===== config.mk =====
export PLATFORM = sky130hd
export DESIGN_NAME = qsfp_mgmt_top
export DESIGN_NICKNAME = d
export VERILOG_FILES = /design/src/hdl/qsfp_pin_pkg.sv /design/src/hdl/qsfp_ctrl_pkg.sv /design/src/hdl/pin_sync.sv /design/src/hdl/port_timer.sv /design/src/hdl/port_seq_fsm.sv /design/src/hdl/led_status.sv /design/src/hdl/qsfp_mgmt_top.sv
export VERILOG_INCLUDE_DIRS = /design/src /design/src/hdl
export SDC_FILE = /design/constraint.sdc
export NUM_CORES = 1
export LEC_CHECK = 0
export ABC_AREA = 0
export BUFFER_PORTS_ARGS = -buffer_cell sky130_fd_sc_hd__buf_4
export CAP_MARGIN = 15
export CORE_ASPECT_RATIO = 0.75
export CORE_MARGIN = 5
export CORE_UTILIZATION = 55
export CTS_BUF_LIST = sky130_fd_sc_hd__clkbuf_16
export DETAILED_ROUTE_END_ITERATION = 6
export HOLD_SLACK_MARGIN = 0.15
export PLACE_DENSITY = 0.75
export SYNTH_ARGS = -nofsm -noshare
export SYNTH_HDL_FRONTEND = slang
export SYNTH_SLANG_ARGS = --single-unit

===== constraint.sdc =====
create_clock -name clk_125mhz_int -period 2.4 [get_ports clk_125mhz_int]
set_clock_uncertainty 0.15 [all_clocks]
set_input_delay 0.24 -clock clk_125mhz_int [delete_from_list [all_inputs] [get_ports clk_125mhz_int]]
set_output_delay 0.24 -clock clk_125mhz_int [all_outputs]
set_load 0.05 [all_outputs]

===== src/hdl/qsfp_mgmt_defines.svh =====
// sizing and timing constants for the QSFP cage management core, included by its modules
`ifndef QSFP_MGMT_DEFINES_SVH
`define QSFP_MGMT_DEFINES_SVH

// number of QSFP28 cages handled by one core
`define QSFP_PORT_CNT 4

// flip-flop stages between the cage pins and the core logic
`define QSFP_SYNC_STAGES 2

// cycles that resetl stays low after a module is seen
`define QSFP_RESET_HOLD_CYCLES 16

// cycles spent in low-power mode before the port counts as ready
`define QSFP_INIT_WAIT_CYCLES 64

// interval counter width that must hold both intervals above
`define QSFP_TIMER_WIDTH 16

// prescaler bit used as the LED blink source
`define QSFP_BLINK_BIT 3

`endif


===== src/hdl/qsfp_pin_pkg.sv =====
// pin-level types for the QSFP cage sideband signals, imported by the management core
`default_nettype none

package qsfp_pin_pkg;

    // pins driven by the module towards the FPGA
    // both are active low on the connector
    typedef struct packed {
        logic modprsl_l;
        logic intl_l;
    } qsfp_pins_in_t;

    // pins driven by the FPGA towards the module
    typedef struct packed {
        // module runs while high
        logic resetl;
        // high keeps the module in low-power mode
        logic lpmode;
    } qsfp_pins_out_t;

    // idle levels for an empty cage
    localparam qsfp_pins_in_t QSFP_PINS_IN_IDLE = '{
        modprsl_l: 1'b1,
        intl_l:    1'b1
    };

endpackage

`default_nettype wire


===== src/hdl/qsfp_ctrl_pkg.sv =====
// port sequencing types shared by the cage FSMs and the LED driver
`default_nettype none

package qsfp_ctrl_pkg;

    // per-cage bring-up sequence
    typedef enum logic [1:0] {
        // no module in the cage
        ST_ABSENT = 2'd0,
        // module present, resetl held low
        ST_RESET  = 2'd1,
        // out of reset, still in low-power mode
        ST_INIT   = 2'd2,
        // fully powered and usable
        ST_READY  = 2'd3
    } port_state_e;

    // status reported by each sequencer
    typedef struct packed {
        port_state_e state;
        // module interrupt that is only valid while ready
        logic        irq;
    } port_status_t;

endpackage

`default_nettype wire


===== src/hdl/pin_sync.sv =====
// multi-stage synchronizer bringing asynchronous cage pins into the 125 MHz domain
`timescale 1ns/100ps
`default_nettype none

module pin_sync #(
    parameter int WIDTH  = 1,
    parameter int STAGES = 2
) (
    input  wire logic             clk_125mhz_int,
    input  wire logic             rst_i,
    input  wire logic [WIDTH-1:0] async_i,
    output logic      [WIDTH-1:0] sync_o
);

    // stage 0 takes the raw pins, the last stage feeds the core
    logic [STAGES-1:0][WIDTH-1:0] sync_q;

    always_ff @(posedge clk_125mhz_int) begin
        if (rst_i) begin
            // all ones reads as empty cage without interrupt
            sync_q <= '1;
        end else begin
            sync_q[0] <= async_i;
            for (int s = 1; s < STAGES; s++) begin
                sync_q[s] <= sync_q[s-1];
            end
        end
    end

    assign sync_o = sync_q[STAGES-1];

endmodule

`default_nettype wire


===== src/hdl/port_timer.sv =====
// per-port interval timer, loaded by the sequencer and pulsing once when the interval ends
`timescale 1ns/100ps
`default_nettype none

`include "qsfp_mgmt_defines.svh"

module port_timer (
    input  wire logic                         clk_125mhz_int,
    input  wire logic                         rst_i,
    input  wire logic                         load_i,
    input  wire logic [`QSFP_TIMER_WIDTH-1:0] load_val_i,
    output logic                              expired_o
);

    // zero means idle
    logic [`QSFP_TIMER_WIDTH-1:0] count_q;
    logic                         expired_q;

    always_ff @(posedge clk_125mhz_int) begin
        if (rst_i) begin
            count_q   <= '0;
            expired_q <= 1'b0;
        end else if (load_i) begin
            // a new load restarts the interval and drops any pending pulse
            count_q   <= load_val_i;
            expired_q <= 1'b0;
        end else begin
            // pulse lands exactly load_val cycles after the load edge
            expired_q <= (count_q == `QSFP_TIMER_WIDTH'(1));
            if (count_q != '0) begin
                count_q <= count_q - 1'b1;
            end
        end
    end

    assign expired_o = expired_q;

endmodule

`default_nettype wire


===== src/hdl/port_seq_fsm.sv =====
// per-cage FSM stepping a QSFP module through reset, low-power init and ready
`timescale 1ns/100ps
`default_nettype none

`include "qsfp_mgmt_defines.svh"

module port_seq_fsm (
    input  wire logic                           clk_125mhz_int,
    input  wire logic                           rst_i,
    input  wire qsfp_pin_pkg::qsfp_pins_in_t    pins_i,
    input  wire logic                           expired_i,
    output logic                                load_o,
    output logic      [`QSFP_TIMER_WIDTH-1:0]   load_val_o,
    output qsfp_pin_pkg::qsfp_pins_out_t        pins_o,
    output qsfp_ctrl_pkg::port_status_t         status_o
);

    import qsfp_ctrl_pkg::*;

    localparam logic [`QSFP_TIMER_WIDTH-1:0] RESET_HOLD =
        `QSFP_TIMER_WIDTH'(`QSFP_RESET_HOLD_CYCLES);
    localparam logic [`QSFP_TIMER_WIDTH-1:0] INIT_WAIT =
        `QSFP_TIMER_WIDTH'(`QSFP_INIT_WAIT_CYCLES);

    port_state_e state_q;
    port_state_e state_d;
    logic        resetl_q;
    logic        lpmode_q;
    logic        irq_q;

    // next state and timer control
    always_comb begin
        state_d = state_q;
        load_o  = 1'b0;

        if (pins_i.modprsl_l) begin
            // a pulled module forces the empty state from any phase
            state_d = ST_ABSENT;
        end else begin
            unique case (state_q)
                ST_ABSENT: begin
                    state_d = ST_RESET;
                    load_o  = 1'b1;
                end
                ST_RESET: begin
                    if (expired_i) begin
                        state_d = ST_INIT;
                        load_o  = 1'b1;
                    end
                end
                ST_INIT: begin
                    if (expired_i) begin
                        state_d = ST_READY;
                    end
                end
                ST_READY: begin
                    state_d = ST_READY;
                end
                default: begin
                    state_d = ST_ABSENT;
                end
            endcase
        end
    end

    // reset hold is armed from the empty state, init wait otherwise
    assign load_val_o = (state_q == ST_ABSENT) ? RESET_HOLD : INIT_WAIT;

    // registered state and pin drive
    always_ff @(posedge clk_125mhz_int) begin
        if (rst_i) begin
            state_q  <= ST_ABSENT;
            resetl_q <= 1'b0;
            lpmode_q <= 1'b1;
            irq_q    <= 1'b0;
        end else begin
            state_q  <= state_d;
            // module leaves reset once init starts
            resetl_q <= (state_d == ST_INIT) || (state_d == ST_READY);
            // full power only when ready
            lpmode_q <= (state_d != ST_READY);
            irq_q    <= (state_d == ST_READY) && !pins_i.intl_l;
        end
    end

    assign pins_o.resetl   = resetl_q;
    assign pins_o.lpmode   = lpmode_q;
    assign status_o.state  = state_q;
    assign status_o.irq    = irq_q;

endmodule

`default_nettype wire


===== src/hdl/led_status.sv =====
// per-port LED drive from sequencer status, with a shared blink prescaler
`timescale 1ns/100ps
`default_nettype none

`include "qsfp_mgmt_defines.svh"

module led_status (
    input  wire logic                                              clk_125mhz_int,
    input  wire logic                                              rst_i,
    input  wire qsfp_ctrl_pkg::port_status_t [`QSFP_PORT_CNT-1:0] status_i,
    output logic                             [`QSFP_PORT_CNT-1:0] led_o
);

    import qsfp_ctrl_pkg::*;

    // blink period is two to the power of this width
    logic [`QSFP_BLINK_BIT:0]   presc_q;
    logic [`QSFP_PORT_CNT-1:0]  led_q;

    always_ff @(posedge clk_125mhz_int) begin
        if (rst_i) begin
            presc_q <= '0;
            led_q   <= '0;
        end else begin
            presc_q <= presc_q + 1'b1;
            for (int i = 0; i < `QSFP_PORT_CNT; i++) begin
                unique case (status_i[i].state)
                    ST_ABSENT: led_q[i] <= 1'b0;
                    // blink while the module is coming up
                    ST_RESET:  led_q[i] <= presc_q[`QSFP_BLINK_BIT];
                    ST_INIT:   led_q[i] <= presc_q[`QSFP_BLINK_BIT];
                    // interrupt from a ready module turns the LED off
                    ST_READY:  led_q[i] <= !status_i[i].irq;
                    default:   led_q[i] <= 1'b0;
                endcase
            end
        end
    end

    assign led_o = led_q;

endmodule

`default_nettype wire


===== src/hdl/qsfp_mgmt_top.sv =====
// QSFP cage management core top, one sequencer and timer per cage plus pin sync and LEDs
`timescale 1ns/100ps
`default_nettype none

`include "qsfp_mgmt_defines.svh"

module qsfp_mgmt_top (
    input  wire logic                                               clk_125mhz_int,
    input  wire logic                                               rst_i,
    input  wire qsfp_pin_pkg::qsfp_pins_in_t  [`QSFP_PORT_CNT-1:0] pins_i,
    output qsfp_pin_pkg::qsfp_pins_out_t      [`QSFP_PORT_CNT-1:0] pins_o,
    output logic                              [`QSFP_PORT_CNT-1:0] led_o
);

    import qsfp_pin_pkg::*;
    import qsfp_ctrl_pkg::*;

    qsfp_pins_in_t [`QSFP_PORT_CNT-1:0]       pins_sync;
    port_status_t  [`QSFP_PORT_CNT-1:0]       status;
    logic          [`QSFP_PORT_CNT-1:0]       timer_load;
    logic          [`QSFP_PORT_CNT-1:0][`QSFP_TIMER_WIDTH-1:0] timer_load_val;
    logic          [`QSFP_PORT_CNT-1:0]       timer_expired;

    // all cage pins share one synchronizer bus
    pin_sync #(
        .WIDTH ($bits(qsfp_pins_in_t) * `QSFP_PORT_CNT),
        .STAGES(`QSFP_SYNC_STAGES)
    ) pin_sync_i (
        .clk_125mhz_int(clk_125mhz_int),
        .rst_i         (rst_i),
        .async_i       (pins_i),
        .sync_o        (pins_sync)
    );

    for (genvar p = 0; p < `QSFP_PORT_CNT; p++) begin : g_port
        port_seq_fsm port_seq_fsm_i (
            .clk_125mhz_int(clk_125mhz_int),
            .rst_i         (rst_i),
            .pins_i        (pins_sync[p]),
            .expired_i     (timer_expired[p]),
            .load_o        (timer_load[p]),
            .load_val_o    (timer_load_val[p]),
            .pins_o        (pins_o[p]),
            .status_o      (status[p])
        );

        port_timer port_timer_i (
            .clk_125mhz_int(clk_125mhz_int),
            .rst_i         (rst_i),
            .load_i        (timer_load[p]),
            .load_val_i    (timer_load_val[p]),
            .expired_o     (timer_expired[p])
        );
    end

    led_status led_status_i (
        .clk_125mhz_int(clk_125mhz_int),
        .rst_i         (rst_i),
        .status_i      (status),
        .led_o         (led_o)
    );

endmodule

`default_nettype wire


After elaboration in Yosys (flattened, before gate mapping)
Index checks and enable logic that the tools add are counted.
{"block": "totals", "regBits": 112, "latch_bits": 0, "ramBits": 0, "mem_bits_ro": 0, "out_inout_bits": 12, "word_cells": 141, "mem_count": 0}
{"block": "classes", "add_sub_neg": 5, "multipliers": 0, "div_mod_pow": 0, "n_lt_le_gt_ge": 0, "eq_ne": 28, "shifts": 0, "muxes": 44, "bitwise_logic": 0, "reduce_logical": 36}
{"cell": "$mux W16", "n": 8}
{"cell": "$eq A16 B1 Y1 const B", "n": 4}
{"cell": "$reduce_bool A16 Y1", "n": 4}
{"cell": "$sub A16 B1 Y16 const B", "n": 4}
{"cell": "$eq A2 B2 Y1 const B", "n": 16}
{"cell": "$pmux W2 S4", "n": 4}
{"cell": "$mux W7", "n": 4}
{"cell": "$mux W2", "n": 12}
{"cell": "$reduce_or A2 Y1", "n": 8}
{"cell": "$pmux W1 S3", "n": 4}
{"cell": "$eq A2 B1 Y1 const B", "n": 4}
{"cell": "$logic_not A1 Y1", "n": 8}
{"cell": "$logic_not A2 Y1", "n": 4}
{"cell": "$mux W1", "n": 8}
{"cell": "$ne A2 B2 Y1 const B", "n": 4}
{"cell": "$pmux W1 S2", "n": 4}
{"cell": "$reduce_bool A2 Y1", "n": 4}
{"cell": "$add A4 B1 Y4 const B", "n": 1}
{"cell": "$logic_and A1 B1 Y1", "n": 4}
{"cell": "$logic_or A1 B1 Y1", "n": 4}

Depth between registers and ports, before layout
{"block": "depth", "word_depth": 5, "mapped_depth": 7}

Cells and area by module
Synthesis repeated with hierarchy kept, for this count alone.
{"block": "unflattened", "cells_unflattened": 691, "area_unflattened_um2": 6160.9}
{"module": "port_timer at g_port[0].port_timer_i ...", "n_inst": 3, "cells_per_inst": 118, "area_each_um2": 1003.5, "seq_area_each_um2": 340.3}
{"module": "port_seq_fsm", "n_inst": 4, "cells_per_inst": 34, "area_each_um2": 305.3, "seq_area_each_um2": 100.1}
{"module": "port_timer at g_port[3].port_timer_i", "n_inst": 1, "cells_per_inst": 114, "area_each_um2": 1002.2, "seq_area_each_um2": 340.3}
{"module": "pin_sync", "n_inst": 1, "cells_per_inst": 41, "area_each_um2": 491.7, "seq_area_each_um2": 320.3}
{"module": "led_status", "n_inst": 1, "cells_per_inst": 46, "area_each_um2": 435.4, "seq_area_each_um2": 160.2}

Worst setup path after synthesis
No wires, ideal clock.
{"block": "synth_timing", "path_kind": "register -> register", "from": "reg g_port[2].port_timer_i.count_q[0]", "to": "reg g_port[2].port_timer_i.count_q[10]", "setup_ns": 0.070, "arrival_ns": 2.025, "required_ns": 2.180, "slack_ns": 0.155, "path_stages_with_launch": 8, "path_buffers": 1, "cell_sequence": "dfxtp_1 > inv_1 > ha_1 > or3b_1 > clkbuf_1 > or4_1 > or3_1 > a21oi_1"}
{"block": "synth_between", "elab_chain_len": 3, "elab_cells_between_ends": 5}
{"element": "start, declared", "line_no": "port_timer.sv:16", "text": "logic [`QSFP_TIMER_WIDTH-1:0] count_q;"}
{"element": "start signal, assigned", "line_no": "port_timer.sv:25", "text": "count_q <= load_val_i;"}
{"element": "start signal, assigned", "line_no": "port_timer.sv:31", "text": "count_q <= count_q - 1'b1;"}
{"element": "$sub A16 B1 Y16", "line_no": "port_timer.sv:31"}
{"element": "$mux W16", "line_no": "port_timer.sv:30", "text": "if (count_q != '0) begin"}
{"element": "$mux W16", "line_no": "port_timer.sv:23", "text": "end else if (load_i) begin"}
Several ways; a longest one is shown, not always the timed one. The select of a mux whose other input is x is not followed.
A chain may end at the register's enable or synchronous reset.

Final worst setup path
Ends and elaborated chain as after synthesis.

==> metrics.md <==
| Metric | Value |
|---|---|
| Syn nets | 595 |
| Initial antenna violation count | 0 |
| FMAX | 0.4353 GHz |
| CP Max Fanout | 5 |
| Post-DP HPWL | 7.323 mm |
| Starting Density | 56.46% |
| Post-Syn Area | 5107 um2 |
| Routed len/inst | 14.05 um |
| Post-synthesis register bit count | 112 |
| Post-route setup TNS | 0 ns |
| Pin count of the biggest net entering global routing | 26 |
| Placed Instances | 709 |
| Vias in the first global route | 3,988 |
| # Max-Cap Violations | 0 |
| Share of cells above drive strength 1 | 15.36% |
| Synth top area share | 43.90% |
| Commonest cells after routing, fill and taps aside | 112 x dfxtp_1, 42 x buf_4, 41 x nor2_1 |
| TritonRoute pass-1 iters | 4 |
| RSZ-0062 raised after global routing | false |
| Worst R2R Start | g_port[2].port_timer_i.count_q[0] |
| Hold path cells | 1 |
| DR WL met3 | 376 um |
| CTS max path bufs | 2 |
| Area leader, netlist | dfxtp_1 |
| Worst-margin pin slew | 0.6755 ns |
| First-pass GRT wire length | 18.03 mm |
| Maximum vdd ir drop | 762.9 uV |
| Average size of a mapped cell | 9.120 um2 |
| Hold crit path type | reg -> reg |
| Clock transition at path regs | 0.07 ns |
| CTS tree | built |
| Postcts setup bufs | 0 |
| Final Util | 65.82% |
| Chip width | 121.3 um |
| Placed Area | 5473 um2 |
| Yosys cell types | 55 |
| Final-stage net count | 642 |
| Vias/cell | 5.669 |
| Startpoint Class | flop |
| Die area | 11,330 um2 |
| Mapped Cells | 560 |
| Worst R2R Path Depth | 6 |
| Final setup violation count | 0 |
| GPL Wtd Cong | 0.8911 |
| Status | finished, final reports clean |
| Setup WS post-layout | 0.1030 ns |
| Minimum clock period | 2.297 ns |
| Placeable Area | 9046 um2 |
| Diodes inserted | 0 |
| Via count | 4,195 |
| Num CTS Buffers | 9 |
| Slew Limit Fails | 0 |
| H-tree depth | 3 |
| Reg2Reg Setup Slack | 0.10 ns |
| Crit Path Class | reg -> reg |
| CP max stage cell | or4_1 |
| Synth top area cells | dfxtp_1 44%, ha_1 6.1%, a21oi_1 3.5% |
| Top layer reached by signal wires | met4 |
| Period utilisation layout | 95.71% |
| ANT nets after route | 0 |
| Final wirelength | 10.39 mm |
| # rows | 30 |
| Commonest non-fill, non-tap cell in the layout | dfxtp_1 |
| Worst hold endpoint | g_port[0].port_seq_fsm_i.irq_q |
| Final hold violations | 0 |
| Slew margin rel. | 53.80% |
| Reg-to-reg critical path endpoint | g_port[2].port_timer_i.count_q[10] |
| All-layer global routing usage | 19.18% |
| Metal-1 WL | 5.049 mm |
| Fin cells | 740 |
| Post-route cell area | 5954 um2 |
| Hold_sp | pin_sync_i.sync_o[0] |
| Post-synth top flop | dfxtp_1 |
| Yosys Warn Count | 0 |
| Iter 0 DRT Violations | 368 |
| Met2 WL | 4.876 mm |
| Fill cells | 747 |
| Asr flop ratio synth | 0% |
| Sequential area share after synthesis | 43.90% |
| Leak | 2.293 nW |
| Pwr Density | 1276 nW/um2 |
| Chip height | 93.46 um |
| Final hold slack | 0.2332 ns |
| Layout area overhead | 16.59% |
| Critical path capture point type | flop |
| Grt ovf | 0 |
| Drt drc | 0 |
| Crit path DAT | 2.42 ns |
| # IOs | 22 |
| CTS sink cnt | 112 |
| Pwr Total | 7.598 mW |
| Crit path cell chain | inv_1, ha_1, or3b_4, or4_1, or3_1, a21oi_1 |
| # port buffers | 21 |
| Setup slack at placement | 0.1428 ns |
| Root Buffer | clkbuf_16 |
| Clk_lat worst skew | 0.34 ns |
| WP data required | 2.52 ns |
| Post-synth EDFFs | 0 |
| CP peak stage delay | 0.50 ns |
==> final cells by class <==
cell class	instances	area (um2)	area share (%)
flip-flops and latches	112	2242	37.65
well taps	128	160.2	2.690
clock inverters	7	95.09	1.597
clock buffers	9	225.2	3.782
multi-input cells	401	2669	44.82
inverters	26	97.59	1.639
repair buffers	57	465.4	7.817
==> cells by family (layout without fill, tap and decap cells) <==
family / count (synthesis) / in the layout / share of synthesized area (%)
xor+xnor: 18 / 18 / 3.087
flops: 112 / 112 / 43.90
mux: 6 / 6 / 1.200
simple gates: 230 / 230 / 25.77
compound gates: 122 / 122 / 15.85
buf+inv: 47 / 99 / 4.066
fa+ha+maj: 25 / 25 / 6.124
==> worst max path at each step <==
stage / start / end / slack, ns / depth (start not counted)
floorplan: g_port[2].port_timer_i.count_q[0] / g_port[2].port_timer_i.count_q[10] / 0.15 / 7
global placement: g_port[0].port_timer_i.count_q[0] / g_port[0].port_timer_i.count_q[10] / 0.22 / 6
detailed placement: g_port[2].port_timer_i.count_q[0] / g_port[2].port_timer_i.count_q[10] / 0.14 / 6
CTS: g_port[2].port_timer_i.count_q[0] / g_port[2].port_timer_i.count_q[10] / 0.09 / 6
global route: g_port[2].port_timer_i.count_q[0] / g_port[2].port_timer_i.count_q[10] / 0.003 / 6
finish: g_port[2].port_timer_i.count_q[0] / g_port[2].port_timer_i.count_q[10] / 0.10 / 6
==> per-layer routing <==
layer	up-vias	GRT usage (%)
met2	78	31.48
met1	1950	25.56
met3	8	4.837
met4	0	4.384
met5	-	0
li1	2159	-
==> critical path, delay by kind of cell (launching register included) <==
| kind | cells | cell delay, ns |
|---|---|---|
| AOI/OAI and AO/OA | 1 | 0.16 |
| adders and majority gates | 1 | 0.20 |
| buffers and inverters | 1 | 0.09 |
| DFF | 1 | 0.35 |
| and+or+nand+nor | 3 | 1.28 |
==> Yosys cell counts, types with 9 or more instances <==
cell type / number
a211oi_1: 10
ha_1: 25
clkbuf_1: 12
or3_1: 14
nor2_1: 41
nand2_1: 31
nand2b_1: 15
or4_1: 21
a21oi_1: 36
dfxtp_1: 112
nor3_1: 19
o21ai_0: 21
a2111oi_0: 9
or2_2: 21
nor4_1: 16
inv_1: 26
nand3_1: 14
xnor2_1: 10
nand4_1: 9
==> registers in the layout (all words and copies together), names as in the netlist <==
register,cells
g_port.port_seq_fsm_i.state_q,8
g_port.port_timer_i.expired_o,4
led_status_i.presc_q,4
g_port.port_seq_fsm_i.resetl_q,4
pin_sync_i.sync_o,8
led_status_i.led_o,4
g_port.port_seq_fsm_i.lpmode_q,4
g_port.port_seq_fsm_i.irq_q,4
pin_sync_i.sync_q,8
g_port.port_timer_i.count_q,64
==> report_power, final <==
group	internal, mW	switching (mW)
combinational	1.56	1.75
sequential	2.26	0.462
clock	0.916	0.654
total	4.74	2.86
==> timing repair <==
action	4_1_cts	5_1_grt
gates resized for setup	0	3
endpoints found under the hold margin	20	0
setup endpoints to repair	0	3
hold buffers	15	0
(Power assumes the default switching activity.)
